--- config.mk ---
export PLATFORM = sky130hd
export DESIGN_NAME = fpuMulSF
export DESIGN_NICKNAME = d
export VERILOG_FILES = /design/src/common/fpuVecPkg.sv /design/src/fpuVec/fpuMulSF.sv
export SDC_FILE = /design/constraint.sdc
export NUM_CORES = 2
export LEC_CHECK = 0
export BUFFER_PORTS_ARGS = -buffer_cell sky130_fd_sc_hd__buf_2
export CAP_MARGIN = 20
export CORE_MARGIN = 5
export CORE_UTILIZATION = 50
export CTS_CLUSTER_SIZE = 16
export DETAILED_ROUTE_END_ITERATION = 6
export PLACE_DENSITY = 0.67
export SETUP_SLACK_MARGIN = 0.15
export SYNTH_ARGS = -nofsm -noshare
export SYNTH_HDL_FRONTEND = slang
export SYNTH_SLANG_ARGS = --single-unit
export TNS_END_PERCENT = 30
--- constraint.sdc ---
create_clock -name clock -period 21 [get_ports clock]
set_input_delay 3.15 -clock clock [delete_from_list [all_inputs] [get_ports clock]]
set_output_delay 3.15 -clock clock [all_outputs]
set_load 0.02 [all_outputs]
--- src/common/fpuVecPkg.sv ---
// ==============================
// shared types and constants for the four-lane SIMD FPU
// operation and format codes, the 64-bit register word seen as
// singles or halves, the shuffle control and the issue/result
// bundles exchanged with the execute stage
// modules take these by a wildcard import in their header
// ==============================

package fpuVecPkg;

	// lane count is fixed by the 64-bit word of four halves
	localparam int vecLanes = 4;

	// issue to result, in enabled clock edges
	localparam int vecLatency = 2;

	// quiet NaN patterns produced for any NaN or infinity input
	localparam logic [31:0] fpCanonNaN = 32'h7FC0_0000;
	localparam logic [15:0] fpHalfCanonNaN = 16'h7E00;

	typedef enum logic [1:0]
	{
		opAdd = 2'd0,
		opSub = 2'd1,
		opMul = 2'd2
	} vecOpT;

	typedef enum logic
	{
		fmtSingle = 1'b0,
		fmtHalf = 1'b1
	} vecFmtT;

	// one register word, read as two singles or four halves
	// element 0 sits in the low bits in both views
	typedef union packed
	{
		logic [1:0][31:0] sf;
		logic [3:0][15:0] hf;
	} vecWordT;

	typedef logic [1:0] laneSelT;

	// sel[i] names the source lane for destination lane i
	typedef struct packed
	{
		logic en;
		laneSelT [vecLanes-1:0] sel;
	} shuffleT;

	typedef struct packed
	{
		logic valid;
		vecOpT op;
		vecFmtT fmt;
		shuffleT shufRs;
		shuffleT shufRt;
	} vecIssueT;

	// in half format lo and hi carry the same word
	typedef struct packed
	{
		logic valid;
		vecWordT lo;
		vecWordT hi;
	} vecResultT;

endpackage

--- src/fpuVec/fpuMulSF.sv ---
// ==============================
// two-stage single-precision multiply for one lane
// stage one forms the full mantissa product and exponent,
// stage two normalizes by one bit and truncates toward zero
// hold freezes both stages
// ==============================

`timescale 1ns/1ps

module fpuMulSF import fpuVecPkg::*;
(
	input logic clock,
	input logic rst,
	input logic hold,
	input logic [31:0] a,
	input logic [31:0] b,
	output logic [31:0] prod
);

	logic [23:0] mantA;
	logic [23:0] mantB;

	// stage one registers
	logic nan1;
	logic zero1;
	logic sign1;
	logic signed [9:0] expSum1;
	logic [47:0] prod1;

	logic signed [9:0] expNorm;
	logic [22:0] mantOut;
	logic [31:0] prodNext;

	assign mantA = {1'b1, a[22:0]};
	assign mantB = {1'b1, b[22:0]};

	always_ff @(posedge clock)
	begin
		if (rst)
		begin
			nan1 <= 1'b0;
			zero1 <= 1'b0;
		end
		else if (!hold)
		begin
			nan1 <= (a[30:23] == 8'hFF) || (b[30:23] == 8'hFF);
			zero1 <= (a[30:23] == 8'd0) || (b[30:23] == 8'd0);
		end
	end

	always_ff @(posedge clock)
	begin
		if (!hold)
		begin
			sign1 <= a[31] ^ b[31];
			expSum1 <= $signed({2'b00, a[30:23]}) + $signed({2'b00, b[30:23]}) - 10'sd127;
			prod1 <= mantA * mantB;
		end
	end

	always_comb
	begin
		// product of two 1.x mantissas lies in [1, 4)
		if (prod1[47])
		begin
			expNorm = expSum1 + 10'sd1;
			mantOut = prod1[46:24];
		end
		else
		begin
			expNorm = expSum1;
			mantOut = prod1[45:23];
		end

		if (nan1)
			prodNext = fpCanonNaN;
		else if (zero1 || (expNorm <= 0))
			prodNext = {sign1, 31'd0};
		else if (expNorm >= 255)
			prodNext = {sign1, 8'hFF, 23'd0};
		else
			prodNext = {sign1, expNorm[7:0], mantOut};
	end

	always_ff @(posedge clock)
	begin
		if (!hold)
			prod <= prodNext;
	end

endmodule

Word level (Yosys, flattened, before mapping)
Cells that the tools add are included.

word-level totals
  register bits after elaboration = 93
  word-level logic and storage cells = 26

cells by class
  add/subtract/negate cells = 3
  $mul = 1
  $lt $le $gt $ge = 2
  eq/ne operators = 2
  mux-type cells = 4
  bitwise logic cells = 1
  reduce and logical (&&, ||, !) cells = 6

operator list
  operator                                               count
  2-to-1 mux 31 bit                                      2
  multiplier 24 x 24 -> 48 bit                           1
  2-to-1 mux 23 bit                                      1
  == test 8 bit (second input constant)                  2
  logical NOT 8 bit                                      2
  adder 10 x 2 -> 10 bit (second input constant)         1
  >= comparator 10 x 9 -> 1 bit (second input constant)  1
  <= comparator 10 x 1 -> 1 bit (second input constant)  1
  2-to-1 mux 10 bit                                      1
  subtractor 9 x 7 -> 10 bit (second input constant)     1
  adder 8 x 8 -> 9 bit                                   1
  logical OR 1 bit                                       3
  OR reduction 3 bit                                     1
  XOR 1 bit                                              1

Depth between registers and ports, before layout
  depth after elaboration = 5
  depth in mapped cells = 27
  gate-level depth less buffers = 24

Worst setup path after synthesis
OpenSTA, ideal clock, no wires.

  path type = input to register
  start point = in b[3]
  end point = reg prod1[47] (data pin)
  setup time = 0.259 ns
  data arrival time = 9.110 ns
  slack = 11.631 ns
  stages = 24
  buffers on the path = 1
  path through = clkbuf_1 -> nand2_1 -> fa_1 -> inv_1 -> fa_1 -> inv_1 -> fa_1 -> inv_1 -> fa_1 -> inv_1 -> fa_1 -> inv_1 -> fa_1 -> inv_1 -> fa_1 -> inv_1 -> ha_1 -> nand3_1 -> or4_1 -> o2111ai_2 -> nand4_1 -> a211o_1 -> a21oi_1 -> nor3_2

on the way
  word-level cells in the longest chain between the ends = 1

RTL lines
  element                       line            source
  start, declared               fpuMulSF.sv:16  input logic [31:0] b,
  multiplier 24 x 24 -> 48 bit  fpuMulSF.sv:57  prod1 <= mantA * mantB;
  end signal, assigned          fpuMulSF.sv:57
  end, declared                 fpuMulSF.sv:28  logic [47:0] prod1;

Every way passes these cells.
A chain may end at the register's enable or synchronous reset.

Worst setup path in the final report
  start point = in b[8]
  end point = reg prod1[47] (data pin)

The elaborated chain is that of the path after synthesis.

==> impl_metrics.yaml <==
floorplan:
  core-area_um2: 43200
  io_pins: 99
  initial_core_util_pct: 50.6
  dieWidth_um: 219
  fp.dieArea_um2: 47900
  die_h_um: 219
  num_rows: 76
worst_setup_path:
  startpoint_type: "input port"
  crit_buf_inv: 8
  slowest_stage: "or4_1"
  endpoint_kind: "flip-flop"
  critPathMostFrequentCell: "fa_1"
  required_ps: 21070
  critPathKind: "in -> reg"
  path_cells: "buf_2 -> clkinv_1 -> nor2_1 -> fa_1 -> fa_1 -> inv_1 -> fa_1 -> inv_1 -> fa_1 -> inv_1 -> fa_1 -> inv_1 -> fa_1 -> inv_1 -> fa_1 -> inv_1 -> ha_1 -> nand3_1 -> or4_1 -> o2111ai_2 -> nand4_1 -> a211o_1 -> a21oi_1 -> nor3_2"
  max_stage_delay_ps: 560
  cp.arrival_ps: 10140
  cp_max_fo: 16
  cp_top_family: "adder cells"
synth:
  syn-num-nets: 3089
  ys_top_cells_by_area: "fa_1 (44%), ha_1 (11%), inv_1 (10%)"
  synth_edf_count: 68
  synth_seq_cells: 70
  synth.distinct_cells: 62
  synthCells: 2355
  ys_warn_count: 0
  syn_area_um2: 21800
  async_flop_share_pct: 0
  yosysTopAreaCellShare_pct: 44.2
  avgSynthCellArea_um2: 9.27
  ys_seq_area_share_pct: 9.54
  synth-main-ff-cell: "edfxtp_1"
  yosysTopAreaCell: "fa_1"
placed_design:
  pre_cts_ws_ps: 10630
  dp_hpwl_mm: 47.1
  numPortBuffers: 98
  dpl_cell_area_um2: 22600
  globalplace.congestion: 0.907
clock_tree:
  cts_tree: "done"
  ctsHoldBuffers: 0
  clk_latency_ps: 330
  post_cts_resized: 0
  cts_setup_buffers: 0
  cts.clk_slew.worst_paths_ps: 60
  clk_path_buf_depth: 2
  cts_sinks: 70
  cts_buffers: 9
  cts_root_buffer: "clkbuf_16"
  htreeDepth: 3
timing:
  tns_ps: 0
  rsz0062_at_grt: "no"
  maxSlewViolCount: 0
  fmax_mhz: 99.3
  hold_viol: 0
  finalCritPeriodShare_pct: 47.9
  worst_pin_slew_ps: 876
  skew_ps: 10.1
  relSlewSlack_pct: 41.6
  final.min_clock_period_ps: 10070
  layout_setup_ws_ps: 10930
  setup_viol: 0
cells_and_area:
  multi_input_area_um2: 17100
  final_util_pct: 53.1
  seq_area_um2: 2080
  insertedDiodeCount: 0
  final_area_um2: 22900
  nets: 3089
  layout_common_cells: "inv_1 (582), fa_1 (482), nand2_1 (291), and2_1 (243), ha_1 (185)"
  drive_above_1_share_pct: 5.76
  area_growth_pct: 4.99
  fillers: 4031
  final_common_cell: "inv_1"
routing:
  totalWireLength_mm: 59.8
  vias_per_cell: 5.43
  antenna_left: 0
  wl_per_cell_um: 20.3
  drt_iter0_drc: 1274
  firstDrtPassIters: 5
  drc: 0
  dr_total_vias: 16000
grt:
  grt_pass1_wl_mm: 95.5
  grt_remaining_overflow: 0
  grt_max_degree: 72
  antenna_found_initial: 0
  grtUsageTotal_pct: 25.6
  grt_pass1_vias: 17400
status:
  status: "finished clean"
hold_path:
  hp-class: "reg -> reg"
flow_run:
  cap_violations: 0
## registers in the layout (all words and copies together), names as in the netlist
register  cells
sign1         1
prod         32
prod1        25
zero1         1
nan1          1
expSum1      10
## per-layer routing
layer	up-vias	share of wire, %	wire (um)	global-route usage (%)
met5	-	0	0	0
met4	0	2.6	1560	6.11
met3	108	9.1	5460	4.54
met2	743	47	28200	42.0
met1	8173	41	24700	35.9
li1	6981	-	-	-
## cell usage after synthesis, drive strengths merged (9+ instances only)
master	number
nand4	20
nor2	79
o21ai	25
and2	243
edfxtp	68
nor3	11
ha	185
a21o	20
fa	482
nand2	291
mux2i	26
clkbuf	101
a21oi	51
nand3	20
or2	10
xnor2	25
xor2	18
a31oi	9
inv	583
o21bai	12
## worst reg2reg max path: cells and delay by family (launching register included)
kind | cells | cell delay (ps)
and+or+nand+nor | 5 | 1410
AOI/OAI and AO/OA | 2 | 770
buffers and inverters | 1 | 420
DFF | 1 | 320
## through the flow
step / hold WS, ps / instances
3_5_place_dp: 542 / 2929
4_1_cts: 557 / 2945
6_report: 556 / 2945
3_3_place_gp: 520 / 2929
2_1_floorplan: 498 / 2355
5_1_grt: 594 / 2945
## logic make-up after synthesis
logic type	synth area share (%)
DFF	9.54
muxes	1.19
adders and majority gates	54.8
buffers and inverters	12.2
and+or+nand+nor	16.1
xor gates and xnor gates	1.73
AOI/OAI and AO/OA	4.48
## area by class of cell
class / count / share of cell area, %
clock buffers: 10 / 0.999
well taps: 585 / 3.19
flip-flops and latches: 70 / 9.08
repair buffers: 100 / 2.21
multi-input cells: 1589 / 74.5
inverters: 585 / 9.58
clock inverters: 6 / 0.409
## path summary, 6_finish.rpt
check / start / endpoint / slack (ps) / cells after the start
worst min register to register: zero1$_SDFFE_PP0N_ / zero1$_SDFFE_PP0N_ / 560 / 2
worst max register to register: prod1[47]$_DFFE_PN_ / prod[8]$_SDFFCE_PP0N_ / 17780 / 8
worst max-delay path: b[8] / prod1[47]$_DFFE_PN_ / 10930 / 24
worst min-delay path: zero1$_SDFFE_PP0N_ / zero1$_SDFFE_PP0N_ / 560 / 2
Power is left out: the tool's default activity adds up to more than one toggle a clock period on the data nets, which glitch-free logic cannot reach.
