--- config.mk ---
export PLATFORM = sky130hd
export DESIGN_NAME = fpuConvH2S
export DESIGN_NICKNAME = d
export VERILOG_FILES = /design/src/common/fpuVecPkg.sv /design/src/fpuVec/fpuConvH2S.sv
export SDC_FILE = /design/constraint.sdc
export NUM_CORES = 1
export LEC_CHECK = 0
export BUFFER_PORTS_ARGS = -buffer_cell sky130_fd_sc_hd__buf_2
export CORE_AREA = 2 2 39 41
export DETAILED_ROUTE_END_ITERATION = 8
export DIE_AREA = 0 0 41 43
export MAX_ROUTING_LAYER = met4
export PLACE_DENSITY = 0.65
export SLEW_MARGIN = 40
export SYNTH_ARGS = -nofsm -noshare
export SYNTH_HDL_FRONTEND = slang
export SYNTH_SLANG_ARGS = --single-unit
--- constraint.sdc ---
create_clock -name vclk -period 1.9
set_input_delay 0.19 -clock vclk [all_inputs]
set_output_delay 0.19 -clock vclk [all_outputs]
set_load 0.1 [all_outputs]
--- src/common/fpuVecPkg.sv ---
// ==============================
// shared types and constants for the four-lane SIMD FPU
// operation and format codes, the 64-bit register word seen as
// singles or halves, the shuffle control and the issue/result
// bundles exchanged with the execute stage
// modules take these by a wildcard import in their header
// ==============================

package fpuVecPkg;

	// lane count is fixed by the 64-bit word of four halves
	localparam int vecLanes = 4;

	// issue to result, in enabled clock edges
	localparam int vecLatency = 2;

	// quiet NaN patterns produced for any NaN or infinity input
	localparam logic [31:0] fpCanonNaN = 32'h7FC0_0000;
	localparam logic [15:0] fpHalfCanonNaN = 16'h7E00;

	typedef enum logic [1:0]
	{
		opAdd = 2'd0,
		opSub = 2'd1,
		opMul = 2'd2
	} vecOpT;

	typedef enum logic
	{
		fmtSingle = 1'b0,
		fmtHalf = 1'b1
	} vecFmtT;

	// one register word, read as two singles or four halves
	// element 0 sits in the low bits in both views
	typedef union packed
	{
		logic [1:0][31:0] sf;
		logic [3:0][15:0] hf;
	} vecWordT;

	typedef logic [1:0] laneSelT;

	// sel[i] names the source lane for destination lane i
	typedef struct packed
	{
		logic en;
		laneSelT [vecLanes-1:0] sel;
	} shuffleT;

	typedef struct packed
	{
		logic valid;
		vecOpT op;
		vecFmtT fmt;
		shuffleT shufRs;
		shuffleT shufRt;
	} vecIssueT;

	// in half format lo and hi carry the same word
	typedef struct packed
	{
		logic valid;
		vecWordT lo;
		vecWordT hi;
	} vecResultT;

endpackage

--- src/fpuVec/fpuConvH2S.sv ---
// ==============================
// widens one half-precision value to single precision
// purely combinational, used on every half operand lane
// ==============================

`timescale 1ns/1ps

module fpuConvH2S import fpuVecPkg::*;
(
	input logic [15:0] half,
	output logic [31:0] single
);

	logic [4:0] expHalf;
	logic [7:0] expSingle;

	assign expHalf = half[14:10];

	// rebias from 15 to 127
	assign expSingle = {3'b000, expHalf} + 8'd112;

	always_comb
	begin
		if (expHalf == 5'd0)
		begin
			// zero and denormals both flush to a signed zero
			single = {half[15], 31'd0};
		end
		else if (expHalf == 5'h1F)
		begin
			single = fpCanonNaN;
		end
		else
		begin
			single = {half[15], expSingle, half[9:0], 13'd0};
		end
	end

endmodule

* After elaboration in Yosys (flattened, before gate mapping)
Cells that the tools add are included.
** Storage, ports and cells
- Word-level logic and storage cells :: 5
- Output and inout port bits :: 32
- Input bits :: 16
- Register bits after elaboration :: 0
** Cells by class
- Reductions and logical operators :: 1
- Add/subtract/negate cells :: 1
- Mux-type cells :: 2
- Eq/ne operators :: 1
** Operators with widths (number)
- 32-bit 2-to-1 mux :: 2
- 5-bit by 7-bit adder with 8-bit output, second input constant :: 1
- 5-bit equality test, second input constant :: 1
- 5-bit zero test :: 1

* Longest topological paths before layout
- Depth in word-level cells :: 3
- Depth in mapped cells :: 4
- Mapped depth without buffers :: 3

* Worst setup path before layout
No wires, ideal clock.
- Path kind :: input to output
- Start :: input port half[12]
- End :: output port single[28]
- Stages :: 3
- Buffers on the path :: 1
- Arrival time :: 2.274 ns
- Required time :: 1.710 ns
- Path slack :: -0.564 ns
- Cells stage by stage :: nor3_2 o2bb2ai_1 buf_4
** Between the ends
- Cells in the longest elaborated chain, start to end :: 3
- Elaborated cells on any way between the ends :: 5
- Classes of those cells :: 1 x add/sub; 1 x eq/ne; 2 x mux; 1 x reduce/logical
** Ends and longest elaborated chain
- start, declared :: RTL line fpuConvH2S.sv:10 : input logic [15:0] half,
- 5-bit by 7-bit adder with 8-bit output / 5-bit equality test (equally long branches) :: RTL line fpuConvH2S.sv:20, fpuConvH2S.sv:29
- 32-bit 2-to-1 mux :: RTL line fpuConvH2S.sv:29 : else if (expHalf == 5'h1F)
- 32-bit 2-to-1 mux (*) :: RTL line fpuConvH2S.sv:24 : if (expHalf == 5'd0)
- end, declared :: RTL line fpuConvH2S.sv:11 : output logic [31:0] single
Every way passes the cells marked *; elsewhere a longest branch is shown, timed or not.

* Worst setup path after layout
- Start :: input port half[13]
- End :: output port single[14]
** Between the ends
- Cells in the longest elaborated chain, start to end :: 3
- Elaborated cells on any way between the ends :: 4
- Classes of those cells :: 1 x eq/ne; 2 x mux; 1 x reduce/logical
** Ends and longest elaborated chain (RTL line)
- 5-bit equality test :: fpuConvH2S.sv:29
- 32-bit 2-to-1 mux :: fpuConvH2S.sv:29
- 32-bit 2-to-1 mux (*) :: fpuConvH2S.sv:24
Marked as above.

==> flow_results.org <==
** Run status
- Result of the run :: complete, no violations

** Detailed routing
- The detailed router placed 312 vias in this run.
- Count of antenna-violating nets left after detailed routing :: 0
- First-pass detailed-route iteration total :: 2
- WL per Instance :: 8.774 um
- In the routed design, unresolved DRC markers number 0.
- After detailed routing, the total wire length is 737 um.
- After the first detailed-routing iteration, the DRC count stood at 2.
- Vias per Instance :: 3.714

** Power
- Net switching power :: 334.9 uW
- Final Total Pwr :: 376.0 uW
- Of the total power, the share spent switching nets is 0.8906.
- The share of total power dissipated in sequential elements is 0.
- Peak supply drop :: 0.0002757 V
- In this run the power density over the cells is 942.0 mW/mm2.
- Internal power contribution :: 41.12 uW
- The share of total power dissipated in the clock network is 0.
- Summed over all cells, the static leakage comes to 0.0002546 uW.
- The share of total power dissipated in combinational logic is 1.000.

** Yosys
- Synthesis produced a netlist whose cell count is 41.
- Biggest area contributors in the synthesized netlist :: sky130_fd_sc_hd__buf_4 40%, sky130_fd_sc_hd__and2_1 20%, sky130_fd_sc_hd__a22oi_4 7.6%, sky130_fd_sc_hd__clkbuf_1 6.7%, sky130_fd_sc_hd__and4_4 4.0%
- Summed over all instances, the cell type with the most area after synthesis is sky130_fd_sc_hd__buf_4.
- For this run, the number of Yosys warnings is 0.
- Combinational family with the most area after synthesis :: buffers and inverters
- Share of synthesized area spent on multiplexers :: 0
- Of the total synthesized cell area, the portion taken by full adders, half adders and majority gates is 0.
- Of the post-synthesis cell area, the dominant cell type holds 0.4018.
- Fraction of the mapped netlist area in compound gates :: 0.1830
- Of the total synthesized cell area, the portion taken by AND, OR, NAND and NOR gates is 0.3348.
- Most repeated cell in the gate-level netlist after synthesis :: sky130_fd_sc_hd__buf_4
- Cell Area, Synth :: 280.3 um2
- For this run, the register share of the synthesized area comes to 0.
- Mean instance size in the synthesized netlist :: 6.836 um2
- Commonest cells in the netlist :: 15 x sky130_fd_sc_hd__buf_4, 9 x sky130_fd_sc_hd__and2_1, 5 x sky130_fd_sc_hd__clkbuf_1, 2 x sky130_fd_sc_hd__nand2_1
- Xor-xnor portion of the synthesized cell area :: 0
- The synthesized netlist contains 14 unique library cells.

** Critical path
- Cell-by-cell listing of the critical path :: buf_2, and4_4, a22oi_4, and2_1, buf_2
- Worst setup path end :: single[14]
- Among all stages on the critical path, the largest delay is contributed by sky130_fd_sc_hd__buf_2.
- Critical path capture point type :: output port
- Crit. path cell count :: 5
- The critical path contains buffers and inverters numbering 2 combined.
- Data on the critical path arrives at its endpoint at 1.36 ns.
- Worst Setup SP :: half[13]
- Crit path max-delay family :: buffers and inverters
- Slowest cell delay on critical path :: 0.42 ns
- Required time reported for the critical path endpoint :: 1.71 ns
- In this run the worst path has a maximum fanout of 9.
- Most frequent cell on the critical path :: sky130_fd_sc_hd__buf_2
- Worst setup SP type :: primary input
- Crit path kind :: in2out

** Layout
- Of the cells placed in the final design, the portion with a size suffix greater than 1 is 0.5882.
- The sequential cells in the finished layout cover a total of 0 um2.
- The net count of the finished layout is 86.
- The number of antenna diodes in the final layout is 0.
- The filler cells instantiated in the layout total 172.
- In the finished design the tool counted flip-flops and latches totalling 0.
- Layout overhead on the synthesized area :: 42.41%
- The finished layout holds 84 standard cells, fillers aside.
- The layout has 0 clock buffers.
- Multi-input gate area in the final layout :: 203.9 um2

** GRT
- The first global-routing pass estimated 1014 um of wire.
- In the global route stage, overall resource usage came out at 0.07779.
- Initial antenna violation count :: 0
- Pin count of the biggest net entering global routing :: 10
- Overflow left after global routing :: 0
- Vias in the first global route :: 229

** CTS
- After clock tree synthesis, the setup repair step added 0 buffers.
- Hold repair after CTS inserted 0 buffers.
- Post-CTS repair changed the size of 0 cells.

** Place
- RePlAce Congestion :: 0.6772
- HPWL after detailed placement :: 703.4 um
- After detailed placement, the design holds a cell count of 84.
- In this run the tool buffered the top-level ports with 35 buffer cells.

** STA
- Unrepaired setup endpoints after global routing :: no
- Derived from the worst setup path, the maximum achievable clock frequency is 646.7 MHz.
- Number of pins exceeding their max-slew limit in the final report :: 0
- Across all hold checks on the routed design, the worst slack comes to 0.7997 ns.
- Sum Neg Setup Slack :: 0 ns
- Number of setup violations in the final report :: 0
- Final cycle utilization of the critical path :: 0.8138
- Number of hold-slack violations in the final timing report :: 0
- Shortest period the worst path allows :: 1.546 ns

** Die
- The die is 43 um tall.
- Floorplan die width :: 41 um
- I/O pin count :: 48
- Row generation in the floorplan step produced 14 rows.
- The core region is 0.001384 mm2.
- The die covers 0.001763 mm2.
- Starting utilization of the core area :: 0.2025

** Hold path
- The min-delay analysis places its worst path in the category in2out.

** Run
- The tool flagged a number of max-cap violations equal to 0.
## kinds of logic (layout without fill, tap and decap cells)
family / count (synthesis) / in the layout
buffers and inverters: 20 / 35
other: 1 / 13
and+or+nand+nor: 15 / 15
AOI/OAI and AO/OA: 5 / 5
## routing by layer
| metal | vias to the layer above | share of wire | track usage |
|---|---|---|---|
| met5 | - | 0 | - |
| met3 | 0 | 0.11 | 0 |
| met4 | 0 | 0 | 0 |
| met2 | 22 | 0.54 | 0.1500 |
| li1 | 156 | - | - |
| met1 | 134 | 0.35 | 0.08861 |
## per-stage QoR
stage / instance area [um2] / setup WS, ns / util
after floorplan: 335.3 / 0.1345 / -
after detailed placement: 399.1 / 0.3411 / 0.2884
final: 399.1 / 0.3538 / 0.2884
after CTS: 399.1 / 0.3405 / 0.2884
after global placement: 399.1 / 0.3672 / 0.2884
after global routing: 399.1 / 0.2892 / 0.2884
## cells in the final DEF (no fill, tap or decap), drive strengths merged
cell type,count
nor2,1
nand3,1
and4,1
nand2,2
o2bb2ai,1
conb,13
a21boi,1
a22oi,1
and2,9
buf,35
o41ai,1
nor3,1
o21ai,1
## worst min-delay path by stage
| stage | startpoint | endpoint | slack, ns | cells past startpoint |
|---|---|---|---|---|
| 2_1_floorplan | half[10] | single[31] | 0.64 | 1 |
| 3_3_place_gp | half[12] | single[25] | 0.80 | 2 |
| 3_5_place_dp | half[12] | single[25] | 0.80 | 2 |
| 4_1_cts | half[12] | single[25] | 0.80 | 2 |
| 5_1_grt | half[11] | single[24] | 0.81 | 2 |
| 6_report | half[12] | single[25] | 0.80 | 2 |
## cell type report
class / count / area share
well taps: 16 / 0.05016
repair buffers: 35 / 0.4389
multi-input cells: 33 / 0.5110
## power groups by stage
stage | logic, uW | registers (uW) | clock network (uW)
2_1_floorplan | 356 | 0 | 0
3_3_place_gp | 376 | 0 | 0
3_5_place_dp | 377 | 0 | 0
4_1_cts | 377 | 0 | 0
5_1_grt | 386 | 0 | 0
6_report | 376 | 0 | 0
(Power assumes the default switching activity.)
