`src/common/fpuVecPkg.sv`:
```
// ==============================
// shared types and constants for the four-lane SIMD FPU
// operation and format codes, the 64-bit register word seen as
// singles or halves, the shuffle control and the issue/result
// bundles exchanged with the execute stage
// modules take these by a wildcard import in their header
// ==============================

package fpuVecPkg;

	// lane count is fixed by the 64-bit word of four halves
	localparam int vecLanes = 4;

	// issue to result, in enabled clock edges
	localparam int vecLatency = 2;

	// quiet NaN patterns produced for any NaN or infinity input
	localparam logic [31:0] fpCanonNaN = 32'h7FC0_0000;
	localparam logic [15:0] fpHalfCanonNaN = 16'h7E00;

	typedef enum logic [1:0]
	{
		opAdd = 2'd0,
		opSub = 2'd1,
		opMul = 2'd2
	} vecOpT;

	typedef enum logic
	{
		fmtSingle = 1'b0,
		fmtHalf = 1'b1
	} vecFmtT;

	// one register word, read as two singles or four halves
	// element 0 sits in the low bits in both views
	typedef union packed
	{
		logic [1:0][31:0] sf;
		logic [3:0][15:0] hf;
	} vecWordT;

	typedef logic [1:0] laneSelT;

	// sel[i] names the source lane for destination lane i
	typedef struct packed
	{
		logic en;
		laneSelT [vecLanes-1:0] sel;
	} shuffleT;

	typedef struct packed
	{
		logic valid;
		vecOpT op;
		vecFmtT fmt;
		shuffleT shufRs;
		shuffleT shufRt;
	} vecIssueT;

	// in half format lo and hi carry the same word
	typedef struct packed
	{
		logic valid;
		vecWordT lo;
		vecWordT hi;
	} vecResultT;

endpackage

```
`src/fpuVec/fpuVecShuffle.sv`:
```
// ==============================
// four-lane permute of one operand vector
// destination lane i takes source lane sel[i] when enabled,
// otherwise every lane keeps its own value
// ==============================

`timescale 1ns/1ps

module fpuVecShuffle import fpuVecPkg::*;
(
	input logic [vecLanes-1:0][31:0] lanes,
	input shuffleT shuf,
	output logic [vecLanes-1:0][31:0] lanesOut
);

	always_comb
	begin
		for (int i = 0; i < vecLanes; i++)
		begin
			if (shuf.en)
			begin
				lanesOut[i] = lanes[shuf.sel[i]];
			end
			else
			begin
				lanesOut[i] = lanes[i];
			end
		end
	end

endmodule

```
`config.mk`:
```
export PLATFORM = sky130hd
export DESIGN_NAME = fpuVecShuffle
export DESIGN_NICKNAME = d
export VERILOG_FILES = /design/src/common/fpuVecPkg.sv /design/src/fpuVec/fpuVecShuffle.sv
export SDC_FILE = /design/constraint.sdc
export NUM_CORES = 1
export LEC_CHECK = 0
export ABC_AREA = 0
export BUFFER_PORTS_ARGS = -buffer_cell sky130_fd_sc_hd__buf_2
export CAP_MARGIN = 5
export CORE_MARGIN = 2
export CORE_UTILIZATION = 42
export DETAILED_ROUTE_END_ITERATION = 7
export PLACE_DENSITY = 0.8
export SLEW_MARGIN = 10
export SYNTH_ARGS = -nofsm -noshare
export SYNTH_HDL_FRONTEND = slang
export SYNTH_SLANG_ARGS = --single-unit
```
`constraint.sdc`:
```
create_clock -name vclk -period 1.1
set_clock_uncertainty 0.2 [all_clocks]
set_input_delay 0.055 -clock vclk [all_inputs]
set_output_delay 0.055 -clock vclk [all_outputs]
set_load 0.02 [all_outputs]
```
==> impl_metrics.py, run 1 <==
metrics = {
    "placement": {
        "gpl.final_weighted_congestion": 0.893,
        "place.port_buffers": 265,
        "dp_hpwl_um": 16800,
    },
    "logic_synthesis": {
        "average_cell_area_after_synthesis_um2": 7.82,
        "synth_cell_types": 30,
        "syn-instance-count": 565,
        "seq_area_frac_synth_pct": 0,
        "mappedNetlistNets": 702,
        "syn-cell-area_um2": 4420,
        "synth.yosys.warnings": 0,
    },
    "clocking": {
        "cts_hold_buf": 0,
        "resized_cells_post_cts": 394,
        "cts_setup_buffers": 13,
    },
    "outcome": {
        "tool.error": "[ERROR DPL-0033] detailed placement checks failed during check placement.",
        "outcome.stop_stage": "clock tree synthesis (4_1_cts)",
        "status": "did not finish",
    },
    "floorplanning": {
        "dieWidth_um": 107,
        "io_pins": 265,
        "die_h_um": 107,
        "floorplan.rows": 37,
        "floorplan.initialDensity_pct": 43.0,
    },
}
## cell usage after synthesis (4+ instances only)
library cell                instances  area [µm²]
sky130_fd_sc_hd__a21o_1            31         233
sky130_fd_sc_hd__a21oi_1           34         170
sky130_fd_sc_hd__a221oi_2          30         450
sky130_fd_sc_hd__a2bb2oi_1         32         280
sky130_fd_sc_hd__buf_2             29         145
sky130_fd_sc_hd__buf_4             12        90.1
sky130_fd_sc_hd__buf_6             16         180
sky130_fd_sc_hd__clkbuf_1          10        37.5
sky130_fd_sc_hd__mux2_1            61         687
sky130_fd_sc_hd__mux2_2             4        45.0
sky130_fd_sc_hd__mux2i_1           64         641
sky130_fd_sc_hd__nand2_1           34         128
sky130_fd_sc_hd__nor2_1            65         244
sky130_fd_sc_hd__nor2b_1           32         200
sky130_fd_sc_hd__o22ai_1           63         394
sky130_fd_sc_hd__o22ai_2           30         375
## kinds of logic after synthesis
group	count (synthesis)	share of synthesized area, %
buffers and inverters	71	10.6
and+or+nand+nor	138	14.0
AOI/OAI and AO/OA	227	44.3
muxes	129	31.0
## metrics by stage
| stage | cell area, µm² | utilization [%] | TNS (ps) | setup WS, ps | instances |
|---|---|---|---|---|---|
| after detailed placement | 8150 | 79.3 | -37340 | -403 | 988 |
| after global placement | 8150 | 79.3 | -33610 | -315 | 988 |
| after floorplan | 6080 | - | -4470 | -73.0 | 565 |
==> run 2, diff against run 1 <==
--- a/config.mk
+++ b/config.mk
@@ -9,9 +9,9 @@
 export BUFFER_PORTS_ARGS = -buffer_cell sky130_fd_sc_hd__buf_2
 export CAP_MARGIN = 5
 export CORE_MARGIN = 2
-export CORE_UTILIZATION = 42
+export CORE_UTILIZATION = 40
 export DETAILED_ROUTE_END_ITERATION = 7
-export PLACE_DENSITY = 0.8
+export PLACE_DENSITY_LB_ADDON = 0.15
 export SLEW_MARGIN = 10
 export SYNTH_ARGS = -nofsm -noshare
 export SYNTH_HDL_FRONTEND = slang
==> constraint.sdc (replaced) <==
create_clock -name vclk -period 1.43
set_clock_uncertainty 0.2 [all_clocks]
set_input_delay 0.0715 -clock vclk [all_inputs]
set_output_delay 0.0715 -clock vclk [all_outputs]
set_load 0.02 [all_outputs]
==> impl_metrics.py, run 2 <==
metrics = {
    "cells_and_area": {
        "fin_cells": 957,
        "nets": 956,
        "n_sequential_cell": 0,
        "nClkBuffers": 0,
        "final_area_um2": 6960,
        "postLayoutCoreUtil_pct": 64.5,
        "fillcell_total": 972,
        "multi_input_area_um2": 4440,
        "antennaDiodeCount": 0,
        "layout-area-overhead-vs-synth_pct": 57.4,
        "sequential_cell_area_um2": 0,
        "drive_gt1_share_pct": 59.0,
        "layout_common_cells": "198 x sky130_fd_sc_hd__buf_2, 73 x sky130_fd_sc_hd__buf_4, 60 x sky130_fd_sc_hd__mux2i_1, 57 x sky130_fd_sc_hd__mux2_1, 54 x sky130_fd_sc_hd__nor2_1",
        "layout.cells.most_common": "sky130_fd_sc_hd__buf_2",
    },
    "logic_synthesis": {
        "synth_cell_types": 30,
        "mappedNetlistNets": 702,
        "average_cell_area_after_synthesis_um2": 7.82,
        "synth.yosys.warnings": 0,
        "yosys-top-cells-count": "65 x sky130_fd_sc_hd__nor2_1, 64 x sky130_fd_sc_hd__mux2i_1, 63 x sky130_fd_sc_hd__o22ai_1, 61 x sky130_fd_sc_hd__mux2_1",
        "syn-cell-area_um2": 4420,
        "synth_top_cell_by_area": "sky130_fd_sc_hd__mux2_1",
        "yosysMostFrequentCell": "sky130_fd_sc_hd__nor2_1",
        "seq_area_frac_synth_pct": 0,
        "synth_top_cell_area_share_pct": 15.5,
        "syn-instance-count": 565,
        "netlist_top_cells_area": "sky130_fd_sc_hd__mux2_1 16%, sky130_fd_sc_hd__mux2i_1 14%, sky130_fd_sc_hd__a221oi_2 10%",
    },
    "drt": {
        "vias": 6118,
        "routed_wire_length_per_instance_um": 21.7,
        "drt_first_iter_violations": 536,
        "drtPass1Iterations": 5,
        "final_antenna_net_count": 0,
        "routed_via_density": 6.39,
        "wire_length_after_detailed_routing_um": 20800,
        "number_of_design_rule_violations_left_after_detail_routing": 0,
    },
    "worst_setup_path": {
        "crit_path_max_fanout": 6,
        "critPathKind": "input pin to output port",
        "start_kind": "input pin",
        "crit_path_start": "shuf[6]",
        "cp.arrival_ps": 1170,
        "setup.worst_path.end_class": "output port",
        "cp.required_ps": 1160,
    },
    "timing": {
        "max_clock_freq_ghz": 0.694,
        "setup_tns_ps": -10.3,
        "worst_pin_slew_ps": 355,
        "period_minus_slack_ps": 1440,
        "max-slew-margin-rel_pct": 76.3,
        "setup_slack_ps": -10.3,
        "hold-worst-slack_ps": 304,
        "report.final.slew_viol_count": 0,
        "final_setup_vio_count": 1,
        "rsz0062_at_grt": "true",
        "report.final.hold_viol_count": 0,
        "period_utilisation_layout_pct": 101,
    },
    "global_routing": {
        "antenna_violations_before_repair": 0,
        "grt.overflow.total": 0,
        "grt_start_max_net_pins": 36,
        "grt_pass1_vias": 6032,
        "grtUsageTotal_pct": 31.7,
        "grt_pass1_wl_um": 30300,
    },
    "pwr": {
        "power.share.switching_pct": 56.0,
        "power_frac_comb_pct": 100.0,
        "seq_power_share_pct": 0,
        "clock_power_share_pct": 0,
        "p_total_mw": 3.17,
        "power-per-cell-area_nw_per_um2": 455,
        "power.static_leakage_nw": 3.25,
        "intPower_mw": 1.39,
        "max_rail_drop_vdd_mv": 0.264,
        "power.switching_mw": 1.77,
    },
    "placement": {
        "gpl.final_weighted_congestion": 0.967,
        "setup_slack_after_placement_ps": -115,
        "dp_hpwl_um": 14500,
        "dp.cells": 948,
        "place.port_buffers": 265,
        "detailed_place.area_um2": 6070,
    },
    "outcome": {
        "status": "finished, violations left",
        "violations": "negative setup slack",
    },
    "hold_path": {
        "hold_path_class": "input pin to output port",
        "min-delay-start": "lanes[57]",
        "min_to": "lanesOut[57]",
        "min_path_cells": 3,
    },
    "floorplanning": {
        "die_h_um": 109,
        "io_pins": 265,
        "floorplan.rows": 38,
        "core_um2": 10800,
        "floorplan.initialDensity_pct": 41.0,
        "die_outline_area_um2": 11900,
        "dieWidth_um": 109,
    },
    "run": {
        "max_cap_viol_count": 0,
    },
    "clocking": {
        "cts_hold_buf": 0,
    },
}
run 2: how the worst max path moves through the flow:
stage | to | slack [ps] | depth (start not counted)
3_5_place_dp | lanesOut[92] | -120 | 7
6_report | lanesOut[106] | -10 | 6
5_1_grt | lanesOut[106] | -20 | 6
4_1_cts | lanesOut[107] | -40 | 8
2_1_floorplan | lanesOut[29] | 60 | 4
3_3_place_gp | lanesOut[92] | -80 | 7
run 2: metal layers:
| layer | share of wire (%) | routed length (µm) | global-route usage (%) | vias up |
|---|---|---|---|---|
| met5 | 0 | 0 | 0 | - |
| met2 | 50 | 10400 | 57.7 | 373 |
| met4 | 3.0 | 632 | 11.8 | 0 |
| met3 | 7.5 | 1560 | 3.65 | 67 |
| met1 | 39 | 8190 | 37.8 | 2964 |
| li1 | - | - | - | 2714 |
run 2: kinds of logic after synthesis:
logic type      count (synthesis)  synth area share, %
compound gates                227                 44.3
buf+inv                        71                 10.6
mux                           129                 31.0
simple gates                  138                 14.0
run 2: worst max-delay path, cell delays in order:
cell,delay [ps]
sky130_fd_sc_hd__buf_12,120
sky130_fd_sc_hd__bufbuf_16,270
sky130_fd_sc_hd__mux2_4,300
sky130_fd_sc_hd__o22ai_2,120
sky130_fd_sc_hd__a21oi_1,100
sky130_fd_sc_hd__buf_4,190
run 2: area by class of cell:
| type | count | share of cell area [%] |
|---|---|---|
| multi-input cells | 494 | 63.8 |
| repair buffers | 322 | 33.6 |
| well taps | 140 | 2.52 |
| inverters | 1 | 0.0540 |
run 2: what timing repair did:
item,in CTS,in global routing
setup endpoints to repair,69,100
gates cloned,3,0
gates resized for setup,116,81
pin swaps,10,10
buffers inserted,8,3
run 2: power groups by stage:
stage | combinational (mW) | clock, mW | sequential, mW
after floorplan | 1.69 | 0 | 0
after global placement | 2.69 | 0 | 0
after detailed placement | 2.72 | 0 | 0
after CTS | 3.00 | 0 | 0
after global routing | 3.33 | 0 | 0
final | 3.17 | 0 | 0
(Power assumes the default switching activity.)
