**src/common/fpuVecPkg.sv**
```systemverilog
// ==============================
// shared types and constants for the four-lane SIMD FPU
// operation and format codes, the 64-bit register word seen as
// singles or halves, the shuffle control and the issue/result
// bundles exchanged with the execute stage
// modules take these by a wildcard import in their header
// ==============================

package fpuVecPkg;

	// lane count is fixed by the 64-bit word of four halves
	localparam int vecLanes = 4;

	// issue to result, in enabled clock edges
	localparam int vecLatency = 2;

	// quiet NaN patterns produced for any NaN or infinity input
	localparam logic [31:0] fpCanonNaN = 32'h7FC0_0000;
	localparam logic [15:0] fpHalfCanonNaN = 16'h7E00;

	typedef enum logic [1:0]
	{
		opAdd = 2'd0,
		opSub = 2'd1,
		opMul = 2'd2
	} vecOpT;

	typedef enum logic
	{
		fmtSingle = 1'b0,
		fmtHalf = 1'b1
	} vecFmtT;

	// one register word, read as two singles or four halves
	// element 0 sits in the low bits in both views
	typedef union packed
	{
		logic [1:0][31:0] sf;
		logic [3:0][15:0] hf;
	} vecWordT;

	typedef logic [1:0] laneSelT;

	// sel[i] names the source lane for destination lane i
	typedef struct packed
	{
		logic en;
		laneSelT [vecLanes-1:0] sel;
	} shuffleT;

	typedef struct packed
	{
		logic valid;
		vecOpT op;
		vecFmtT fmt;
		shuffleT shufRs;
		shuffleT shufRt;
	} vecIssueT;

	// in half format lo and hi carry the same word
	typedef struct packed
	{
		logic valid;
		vecWordT lo;
		vecWordT hi;
	} vecResultT;

endpackage

```
**src/fpuVec/fpuConvS2H.sv**
```systemverilog
// ==============================
// narrows one single-precision value to half precision
// mantissa is truncated; values under the half range flush
// to signed zero and values over it saturate to infinity
// purely combinational, used on the result lanes
// ==============================

`timescale 1ns/1ps

module fpuConvS2H import fpuVecPkg::*;
(
	input logic [31:0] single,
	output logic [15:0] half
);

	logic [7:0] expSingle;
	logic signed [9:0] expHalf;

	assign expSingle = single[30:23];

	// signed rebias from 127 to 15 so underflow goes negative
	assign expHalf = $signed({2'b00, expSingle}) - 10'sd112;

	always_comb
	begin
		if (expSingle == 8'hFF)
		begin
			half = fpHalfCanonNaN;
		end
		else if (expHalf <= 0)
		begin
			// also catches single zeros and flushed denormals
			half = {single[31], 15'd0};
		end
		else if (expHalf >= 31)
		begin
			half = {single[31], 5'h1F, 10'd0};
		end
		else
		begin
			half = {single[31], expHalf[4:0], single[22:13]};
		end
	end

endmodule

```
**config.mk**
```make
export PLATFORM = sky130hd
export DESIGN_NAME = fpuConvS2H
export DESIGN_NICKNAME = d
export VERILOG_FILES = /design/src/common/fpuVecPkg.sv /design/src/fpuVec/fpuConvS2H.sv
export SDC_FILE = /design/constraint.sdc
export NUM_CORES = 1
export LEC_CHECK = 0
export ABC_AREA = 1
export BUFFER_PORTS_ARGS = -buffer_cell sky130_fd_sc_hd__buf_4
export CAP_MARGIN = 25
export CELL_PAD_IN_SITES_DETAIL_PLACEMENT = 1
export CELL_PAD_IN_SITES_GLOBAL_PLACEMENT = 1
export CORE_UTILIZATION = 18
export DETAILED_ROUTE_END_ITERATION = 10
export PLACE_DENSITY = 0.86
export SYNTH_ARGS = -nofsm -noshare
export SYNTH_HDL_FRONTEND = slang
export SYNTH_SLANG_ARGS = --single-unit
```
**constraint.sdc**
```tcl
create_clock -name vclk -period 1.8
set_input_delay 0.36 -clock vclk [all_inputs]
set_output_delay 0.36 -clock vclk [all_outputs]
set_load 0.02 [all_outputs]
```
Word level (Yosys, flattened, before mapping)

Cells that the tools add are included.

Equal/unequal tests: 1
Muxes and demuxes: 3
Magnitude comparators: 2
$add $sub $neg: 1

Operator list:

| cell                                                                             | count |
|---|---|
| 15-bit 2-to-1 mux                                                                | 2 |
| 16-bit 2-to-1 mux                                                                | 1 |
| 9-bit by 6-bit >= comparator with 1-bit output, second input constant            | 1 |
| 9-bit by 1-bit less-or-equal comparator with 1-bit output, second input constant | 1 |
| 8-bit by 7-bit subtractor with 9-bit output, second input constant               | 1 |
| 8-bit == test, second input constant                                             | 1 |

Logic and storage cells: 7
Bits of input ports: 32
Output and inout bits: 16
Register bits: 0

Longest topological paths before layout

Gate-level depths: netlist of the first run.

Word-level depth: 5
Gate-level depth with buffers: 11
Gate-level depth less buffers: 10

Least setup slack after synthesis of the first run

No wires, ideal clock.

Path type: input-to-output
Start point: input port single[27]
End point: output port half[0]
Stages on the path: 8
Data required time: 1.440 ns
Buffers on the path: 0
Data arrival time: 1.347 ns
Setup slack: 0.093 ns
Cell sequence: ha_1 > nand2_1 > nand2_1 > nand3_2 > clkinv_2 > nand2_1 > nand3_2 > nor2_1

Longest elaborated chain between the ends: 5
Elaborated cells between the ends (all ways): 7
Classes of those cells: 1 x add/sub; 2 x order compare; 1 x eq/ne; 3 x mux

Ends and longest elaborated chain:

| item                                           | line             | text |
|---|---|---|
| start: declaration                             | fpuConvS2H.sv:12 | `input logic [31:0] single,` |
| 8-bit by 7-bit subtractor with 9-bit output    | fpuConvS2H.sv:22 | `assign expHalf = $signed({2'b00, expSingle}) - 10'sd112;` |
| 9-bit by 6-bit >= comparator with 1-bit output | fpuConvS2H.sv:35 | `else if (expHalf >= 31)` |
| 15-bit 2-to-1 mux                              | fpuConvS2H.sv:35 |  |
| 15-bit 2-to-1 mux                              | fpuConvS2H.sv:30 | `else if (expHalf <= 0)` |
| 16-bit 2-to-1 mux *                            | fpuConvS2H.sv:26 | `if (expSingle == 8'hFF)` |
| end: declaration                               | fpuConvS2H.sv:13 | `output logic [15:0] half` |

Every way passes the cells marked *; elsewhere a longest branch is shown, timed or not.

Worst setup path after layout of the first run

Start point: input port single[27]
End point: output port half[8]

Same word-level chain as after synthesis.

==> results of run 1 <==
[stage by stage]
step | setup WS, ps | cell area (sq um) | hold WS, ps | setup TNS (ps) | power (W)
finish | -167 | 1080 | 1040 | -1290 | 0.000294
global route | -237 | 1080 | 1070 | -2530 | 0.000309
CTS | -0.131 | 875 | 1050 | -0.131 | 0.000224
detailed placement | -152 | 713 | 1050 | -2020 | 0.000173
global placement | -95.1 | 713 | 1030 | -1100 | 0.000166
floorplan | 92.8 | 369 | 871 | 0 | 0.0000843
[logic make-up after synthesis]
family | share of synthesized area [%]
adder cells (fa/ha/maj) | 10.2
AND/OR/NAND/NOR | 66.4
buffers and inverters | 23.4
[repair_timing]
item,4_1_cts,5_1_grt
gates cloned,3,0
resized for setup,34,49
setup endpoints to repair,16,16
buffers inserted,1,0
pin swaps,19,19
[final cells by class]
| type | instances | share of cell area, % |
|---|---|---|
| Timing Repair Buffer | 46 | 41.7 |
| Multi-Input combinational cell | 59 | 48.8 |
| Inverter | 16 | 6.28 |
| Tap cell | 27 | 3.14 |
[cells in the mapped netlist]
library cell   n  area (sq um)
nor2_2         1          6.26
nand3_2        2          20.0
nor2_1        21          78.8
nand4_1        2          12.5
ha_1           3          37.5
clkinv_2       1          5.00
nand2_1       15          56.3
clkbuf_8       1          13.8
nand3_1       12          60.1
buf_6          1          11.3
inv_1         14          52.6
nor3_1         1          5.00
inv_2          1          3.75
and2_1         1          6.26
[layout by cell type (no fill, tap or decap), types with 4 or more instances in the layout]
cell type  netlist  layout
buf_4            0      28
buf_6            1      13
inv_1           14       8
inv_2            1       6
nand2_1         15       8
nand2_2          0       6
nand3_2          2       4
nand3_4          0       9
nor2_1          21       4
nor2_2           1      12
nor2_4           0       6
[where the power goes]
group	total (W)	leakage, nW	internal, W	switching, W
Clock	0	0	0	0
Combinational	0.000294	0.499	0.000134	0.000160
Sequential	0	0	0	0
[routing by layer]
layer	part of all wire (%)	GRT usage (%)	vias up
met5	0	0	-
met4	3.8	4.57	0
met3	6.4	1.54	8
met2	49	38.1	35
met1	40	13.9	339
li1	-	-	325
[worst max-delay path, stage by stage]
cell and delay, ps:
buf_8 90, buf_4 110, nand4_1 160, nand3_4 180, clkinv_4 110, nand2_4 110
nand3_4 150, nor2_2 180, buf_4 160
[worst paths after layout]
check,start,to,slack (ps),cells after the start
max,single[27],half[8],-170,9
min,single[31],half[15],1040,3
==> summary.md, run 1 <==
| Metric | Value |
|---|---|
| Pre-antenna DRT Iters | `4` |
| Area of the multi-input gates | `526 sq um` |
| Hold WC Path Type | `in2out` |
| Initial antenna violation count | `0` |
| Sequential share of the synthesized area | `0%` |
| Worst Path Max Fanout | `5` |
| # Max-Cap Violations | `0` |
| Critical Path Start Type | `primary input` |
| Nets | `158` |
| Initial Utilization | `19.0%` |
| Mapped Cells | `76` |
| P per Cell Area | `273 nW/um^2` |
| Worst Path Arrival | `1610 ps` |
| Status | `finished with violations` |
| Total gr overflow | `0` |
| Largest net degree at the start of global routing | `6` |
| Area occupied by registers | `0 sq um` |
| Max-Slew Margin vs Limit | `84.8%` |
| Final setup vio count | `16` |
| Mapped cell area | `369 sq um` |
| Layout Cells excl Fill | `148` |
| Iter 0 DRT Violations | `8` |
| Layout fillers | `239` |
| Leak | `0.499 nW` |
| Peak VDD IR | `0.119 mV` |
| Via count | `707` |
| Wire per inst | `19.5 microns` |
| DIE WIDTH | `47.3 microns` |
| # port buffers | `35` |
| Post-Syn Nets | `111` |
| Final Hold Fails | `0` |
| Dpl cells | `144` |
| Fin util | `55.4%` |
| Seq cells | `0` |
| Synth cell types | `14` |
| Die ar. | `2240 sq um` |
| Routed Antenna Nets | `0` |
| RSZ-0062 raised after global routing | `yes` |
| Yosys warning count | `0` |
| Final worst-path cycle share | `109%` |
| Drt drc | `0` |
| Core area | `1940 sq um` |
| Post-DP HPWL | `1270 microns` |
| Layout cells sized above 1 | `78.5%` |
| Hold Buf Count CTS | `0` |
| Vias/cell | `4.78` |
| Achievable frequency | `508 MHz` |
| Area Growth Syn to Fin | `192%` |
| First-pass GRT wire length | `2620 microns` |
| WS Path Type | `in2out` |
| Failing checks | `negative setup slack` |
| Worst slew pin tran | `228 ps` |
| CP Capture Type | `output pin` |
| RD Place Congestion | `0.731` |
| Vias in the first global route | `637` |
| Max Slew Vio Count | `0` |
| GRT Util Overall | `16.6%` |
| Syn_area_per_cell | `4.86 sq um` |
| Inserted Diodes | `0` |
| CLK BUF | `0` |
| Vert. Die Dim | `47.3 microns` |
| Setup ws final | `-167 ps` |
| Final WL | `2880 microns` |
| Req. time, crit path | `1440 ps` |
| Site Rows | `16` |
| Io pins | `48` |
| Fin crit period | `1970 ps` |
Power figures use the tool's default switching activity.
==> inputs of run 2 (changes only) <==
Settings changed: CORE_ASPECT_RATIO set to 0.9.
==> run 2 against run 1 <==
Effect of this change: the run still ends with negative setup slack left; combinational power shrank 2%; total power down 1.9%; utilization is 0.54 points higher; sequential share of layout area unchanged; via count fell by 5.8%; critical path depth increased by 2; die area hardly changed; clock-buffer cell count is the same; final area fell by 0.46%; sequential cell count unchanged; maximum frequency up 0.53%; highest routed layer unchanged.
==> summary.md, run 2 (synthesis gave the netlist of run 1 again) <==
| Metric | Value |
|---|---|
| Req. time, crit path | `1440 ps (about the same)` |
| NetSw | `0.000152 W (-5.2%)` |
| Fin crit period | `1960 ps (-10.3 ps)` |
| Final setup vio count | `15 (-1)` |
| First-pass GRT wire length | `3260 microns (+25%)` |
| Initial antenna violation count | `0 (unchanged)` |
| Combinational share of power | `100.0% (about the same)` |
| Vert. Die Dim | `45.0 microns (-4.9%)` |
| # Max-Cap Violations | `0 (unchanged)` |
| Achievable frequency | `511 MHz (+0.53%)` |
| DIE WIDTH | `49.7 microns (+5.2%)` |
| Inserted Diodes | `0 (unchanged)` |
| Hold WC Path Type | `in2out` |
| Leak | `0.507 nW (+1.7%)` |
| Final WL | `2460 microns (-15%)` |
| Hold Buf Count CTS | `0 (unchanged)` |
| Setup ws final | `-157 ps (+10.3 ps)` |
| Status | `finished with violations` |
| Clock network power share | `0% (unchanged)` |
| Vias in the first global route | `700 (+9.9%)` |
| Site Rows | `15 (-1)` |
| # port buffers | `35 (unchanged)` |
| Layout cells sized above 1 | `71.3% (-7.2 points)` |
| Pre-antenna DRT Iters | `4 (unchanged)` |
| Most frequent cells in the layout | `29 x buf_4, 13 x buf_6, 11 x nor2_1, 8 x inv_1, 8 x nand2_1` |
| Worst slew pin tran | `185 ps (-42.8 ps)` |
| GRT Util Overall | `19.3% (+2.7 points)` |
| Critical Path Start Type | `primary input` |
| Final worst-path cycle share | `109% (-0.57 points)` |
| Sequential power share | `0% (unchanged)` |
| Fin util | `55.9% (+0.54 points)` |
| Initial Utilization | `19.3% (+0.27 points)` |
| Iter 0 DRT Violations | `5 (-3)` |
| Worst Path Arrival | `1600 ps (about the same)` |
| Worst hold stages | `3 (unchanged)` |
| Vias/cell | `4.53 (-5.2%)` |
| Routed Antenna Nets | `0 (unchanged)` |
| Commonest non-fill, non-tap cell in the layout | `buf_4` |
| CP Capture Type | `output pin` |
| Setup TNS | `-996 ps (+293 ps)` |
| P per Cell Area | `270 nW/um^2 (-1.4%)` |
| Total gr overflow | `0 (unchanged)` |
| Peak VDD IR | `0.119 mV (+0.37%)` |
| Nets | `159 (+0.63%)` |
| Via count | `666 (-5.8%)` |
| Seq cells | `0 (unchanged)` |
| Switching part of the total | `52.7% (-1.8 points)` |
| Area of the multi-input gates | `500 sq um (-4.8%)` |
| RD Place Congestion | `0.701 (-4.2%)` |
| WS Path Type | `in2out` |
| Io pins | `48 (unchanged)` |
| Layout fillers | `250 (+4.6%)` |
| Largest net degree at the start of global routing | `6 (unchanged)` |
| Drt drc | `0 (unchanged)` |
| Wire per inst | `16.7 microns (-14%)` |
| Failing checks | `negative setup slack` |
| Final Hold Fails | `0 (unchanged)` |
| Die ar. | `2240 sq um (about the same)` |
| Area Growth Syn to Fin | `190%` |
| Int Power | `0.000137 W (+2.1%)` |
| Max-Slew Margin vs Limit | `87.6% (+2.9 points)` |
| Max Slew Vio Count | `0 (unchanged)` |
| RSZ-0062 raised after global routing | `yes` |
| Core area | `1910 sq um (-1.4%)` |
| Area occupied by registers | `0 sq um (unchanged)` |
| Worst Path Max Fanout | `5 (unchanged)` |
| Post-DP HPWL | `1160 microns (-8.8%)` |
| CLK BUF | `0 (unchanged)` |
## run 2: final timing paths
path	start	endpoint	slack, ps
worst max-delay path	single[27]	half[2]	-160
worst min-delay path	single[31]	half[15]	1040
## run 2: timing repair
action / CTS / global route
setup endpoints to repair: 16 / 16
gates cloned: 3 / 0
pin swaps: 7 / 17
gates resized for setup: 37 / 40
setup buffers: 4 / 0
## run 2: layout make-up
| cell class | count | area share [%] |
|---|---|---|
| tap | 25 | 2.92 |
| timing repair buffer | 47 | 43.1 |
| multi-input combinational | 59 | 46.7 |
| inverter | 16 | 7.24 |
## run 2: worst max-delay path, cell delays in order
cell and delay (ps):
buf_12 110, ha_4 160, inv_2 50, nand2_2 40, nand2_2 100, nand3_4 130, inv_8 120, buf_8 140
nand3_1 90, nor2_1 130, buf_4 160
## run 2: per-stage QoR
stage	instance area (sq um)	total power, W	instances	hold slack [ps]	worst slack (ps)
5_1_grt	1070	0.000305	147	1060	-209
3_5_place_dp	703	0.000170	141	1050	-141
2_1_floorplan	369	0.0000843	76	871	92.8
4_1_cts	906	0.000229	147	1050	11.2
3_3_place_gp	703	0.000164	141	1030	-91.3
6_report	1070	0.000289	147	1040	-157
## run 2: power by group through the flow
stage	logic (W)	clock network [W]	registers [W]
2_1_floorplan	0.0000843	0	0
3_3_place_gp	0.000164	0	0
3_5_place_dp	0.000170	0	0
4_1_cts	0.000229	0	0
5_1_grt	0.000305	0	0
6_report	0.000289	0	0
## run 2: per-layer routing
metal	vias to the layer above	track usage, %	wire length [microns]
met5	-	0	0
met2	20	38.4	1230
met1	311	21.5	1090
met3	6	1.68	66
li1	329	-	-
met4	0	7.43	67
==> inputs of run 3 (changes only) <==
Settings changed: PLACE_DENSITY 0.86 to 0.85.
==> run 3 against run 2 <==
Effect of this change: the flow still finishes with violations (negative setup slack); hold slack worse by 9.3 ps; critical path depth grew 2; first-iteration DRC count increased to 3.0 times the previous value; utilization increased by 0.78 points; critical endpoint is now half[4]; largest cell class unchanged.
==> summary.md, run 3 (synthesis gave the netlist of run 1 again) <==
| Metric | Value |
|---|---|
| Status | `finished with violations` |
| Failing checks | `negative setup slack` |
| Power Total | `0.000298 W (+3.2%)` |
| Worst hold margin | `1030 ps (-9.28 ps)` |
| Final WL | `2650 microns (+7.7%)` |
| Max incr delay on CP | `160 ps (about the same)` |
| Critical Path Start Type | `primary input` |
| Largest net degree at the start of global routing | `6 (unchanged)` |
| Area of the multi-input gates | `518 sq um (+3.5%)` |
| Leak | `0.523 nW (+3.0%)` |
| Req. time, crit path | `1440 ps (about the same)` |
| # port buffers | `35 (unchanged)` |
| Post-DP HPWL | `1290 microns (+12%)` |
| Achievable frequency | `523 MHz (+2.3%)` |
| Drt drc | `0 (unchanged)` |
| Core area | `1910 sq um (unchanged)` |
| Critical Path, Cell by Cell | `buf_8 > inv_2 > ha_4 > inv_2 > nand2_1 > nand2_1 > nand2_2 > inv_4 > buf_12 > buf_16 > nand3_2 > nor2_1 > buf_4` |
| RD Place Congestion | `0.704 (+0.37%)` |
| WS Path Type | `in2out` |
| Final Hold Fails | `0 (unchanged)` |
| Via count | `689 (+3.5%)` |
| Layout cells sized above 1 | `74.8% (+3.5 points)` |
| Peak VDD IR | `0.148 mV (+24%)` |
| Area occupied by registers | `0 sq um (unchanged)` |
| Inserted Diodes | `0 (unchanged)` |
| Routed Antenna Nets | `0 (unchanged)` |
| Max Slew Vio Count | `0 (unchanged)` |
| Slowest stage cell, crit path | `buf_4` |
| Iter 0 DRT Violations | `15 (+10)` |
| Area Growth Syn to Fin | `194%` |
| Hold WC Path Type | `in2out` |
| First-pass GRT wire length | `3510 microns (+7.4%)` |
| Wire per inst | `17.9 microns (+6.9%)` |
| Vias/cell | `4.66 (+2.8%)` |
| Vert. Die Dim | `45.0 microns (unchanged)` |
| Nets | `160 (+0.63%)` |
| Setup TNS | `-1060 ps (-67.5 ps)` |
| Most frequent cells in the layout | `32 x buf_4, 11 x buf_6, 10 x nor2_1, 8 x nand3_4, 8 x nand2_1` |
| Final setup vio count | `15 (unchanged)` |
| Worst hold stages | `3 (unchanged)` |
| Setup ws final | `-112 ps (+44.9 ps)` |
| Vias in the first global route | `760 (+8.6%)` |
| Hold Buf Count CTS | `0 (unchanged)` |
| P per Cell Area | `274 nW/um^2 (+1.7%)` |
| Io pins | `48 (unchanged)` |
| Final worst-path cycle share | `106% (-2.5 points)` |
| RSZ-0062 raised after global routing | `yes` |
| DIE WIDTH | `49.7 microns (unchanged)` |
| Dpl cells | `141 (unchanged)` |
| Layout fillers | `236 (-5.6%)` |
| Fin crit period | `1910 ps (-44.9 ps)` |
| GRT Util Overall | `20.6% (+1.3 points)` |
| Worst Path Arrival | `1550 ps (-50 ps)` |
| Initial Utilization | `19.3% (unchanged)` |
| Worst slew pin tran | `156 ps (-29.0 ps)` |
| Site Rows | `15 (unchanged)` |
| Seq cells | `0 (unchanged)` |
| Layout Cells excl Fill | `148 (+0.68%)` |
| Total gr overflow | `0 (unchanged)` |
| Worst Path Max Fanout | `4 (-1)` |
| Commonest non-fill, non-tap cell in the layout | `buf_4` |
| Pre-antenna DRT Iters | `4 (unchanged)` |
| Die ar. | `2240 sq um (unchanged)` |
| Initial antenna violation count | `0 (unchanged)` |
| CLK BUF | `0 (unchanged)` |
| Max-Slew Margin vs Limit | `89.6% (+1.9 points)` |
| CP Capture Type | `output pin` |
| # Max-Cap Violations | `0 (unchanged)` |
[run 3: cell types whose count changed in the layout (fill, tap and decap cells not counted), moves of 2 or more]
cell and change:
nand3_4 +2, buf_6 -2, nand3_1 -2, inv_2 +2
buf_4 +3, nand2_4 +2
[run 3: final timing paths]
kind | startpoint | slack [ps] | endpoint
min | single[31] | 1030 | half[15]
max | single[28] | -110 | half[4]
[run 3: area by class of cell]
cell class,instances,share of cell area [%]
inverters,16,6.91
repair buffers,48,42.5
well taps,25,2.88
multi-input cells,59,47.7
[run 3: critical path: cells and delay by family]
| kind | cells | cell delay (ps) |
|---|---|---|
| buffers and inverters | 7 | 620 |
| AND/OR/NAND/NOR | 5 | 400 |
| adder cells (fa/ha/maj) | 1 | 150 |
[run 3: timing repair]
action                                  CTS  global route
pin swaps                                10            19
gates resized for setup                  34            45
endpoints found under the setup margin   16            16
buffers inserted                          3             2
cloned                                    3             0
[run 3: report_power, final]
part | internal [W] | switching [W]
registers | 0 | 0
logic | 0.000140 | 0.000158
clock network | 0 | 0
[run 3: metrics by stage]
step	utilization [%]	setup slack, ps	instance area, sq um
floorplan	-	92.8	369
global placement	36.7	-95.8	703
detailed placement	36.7	-161	703
CTS	47.1	-30.8	902
global route	56.7	-183	1090
finish	56.7	-112	1090
[run 3: routing by layer]
metal | track usage (%) | up-vias | wire [microns]
li1 | - | 330 | -
met1 | 22.9 | 328 | 1120
met2 | 38.4 | 25 | 1370
met3 | 3.03 | 6 | 85
met4 | 11.4 | 0 | 72
met5 | 0 | - | 0
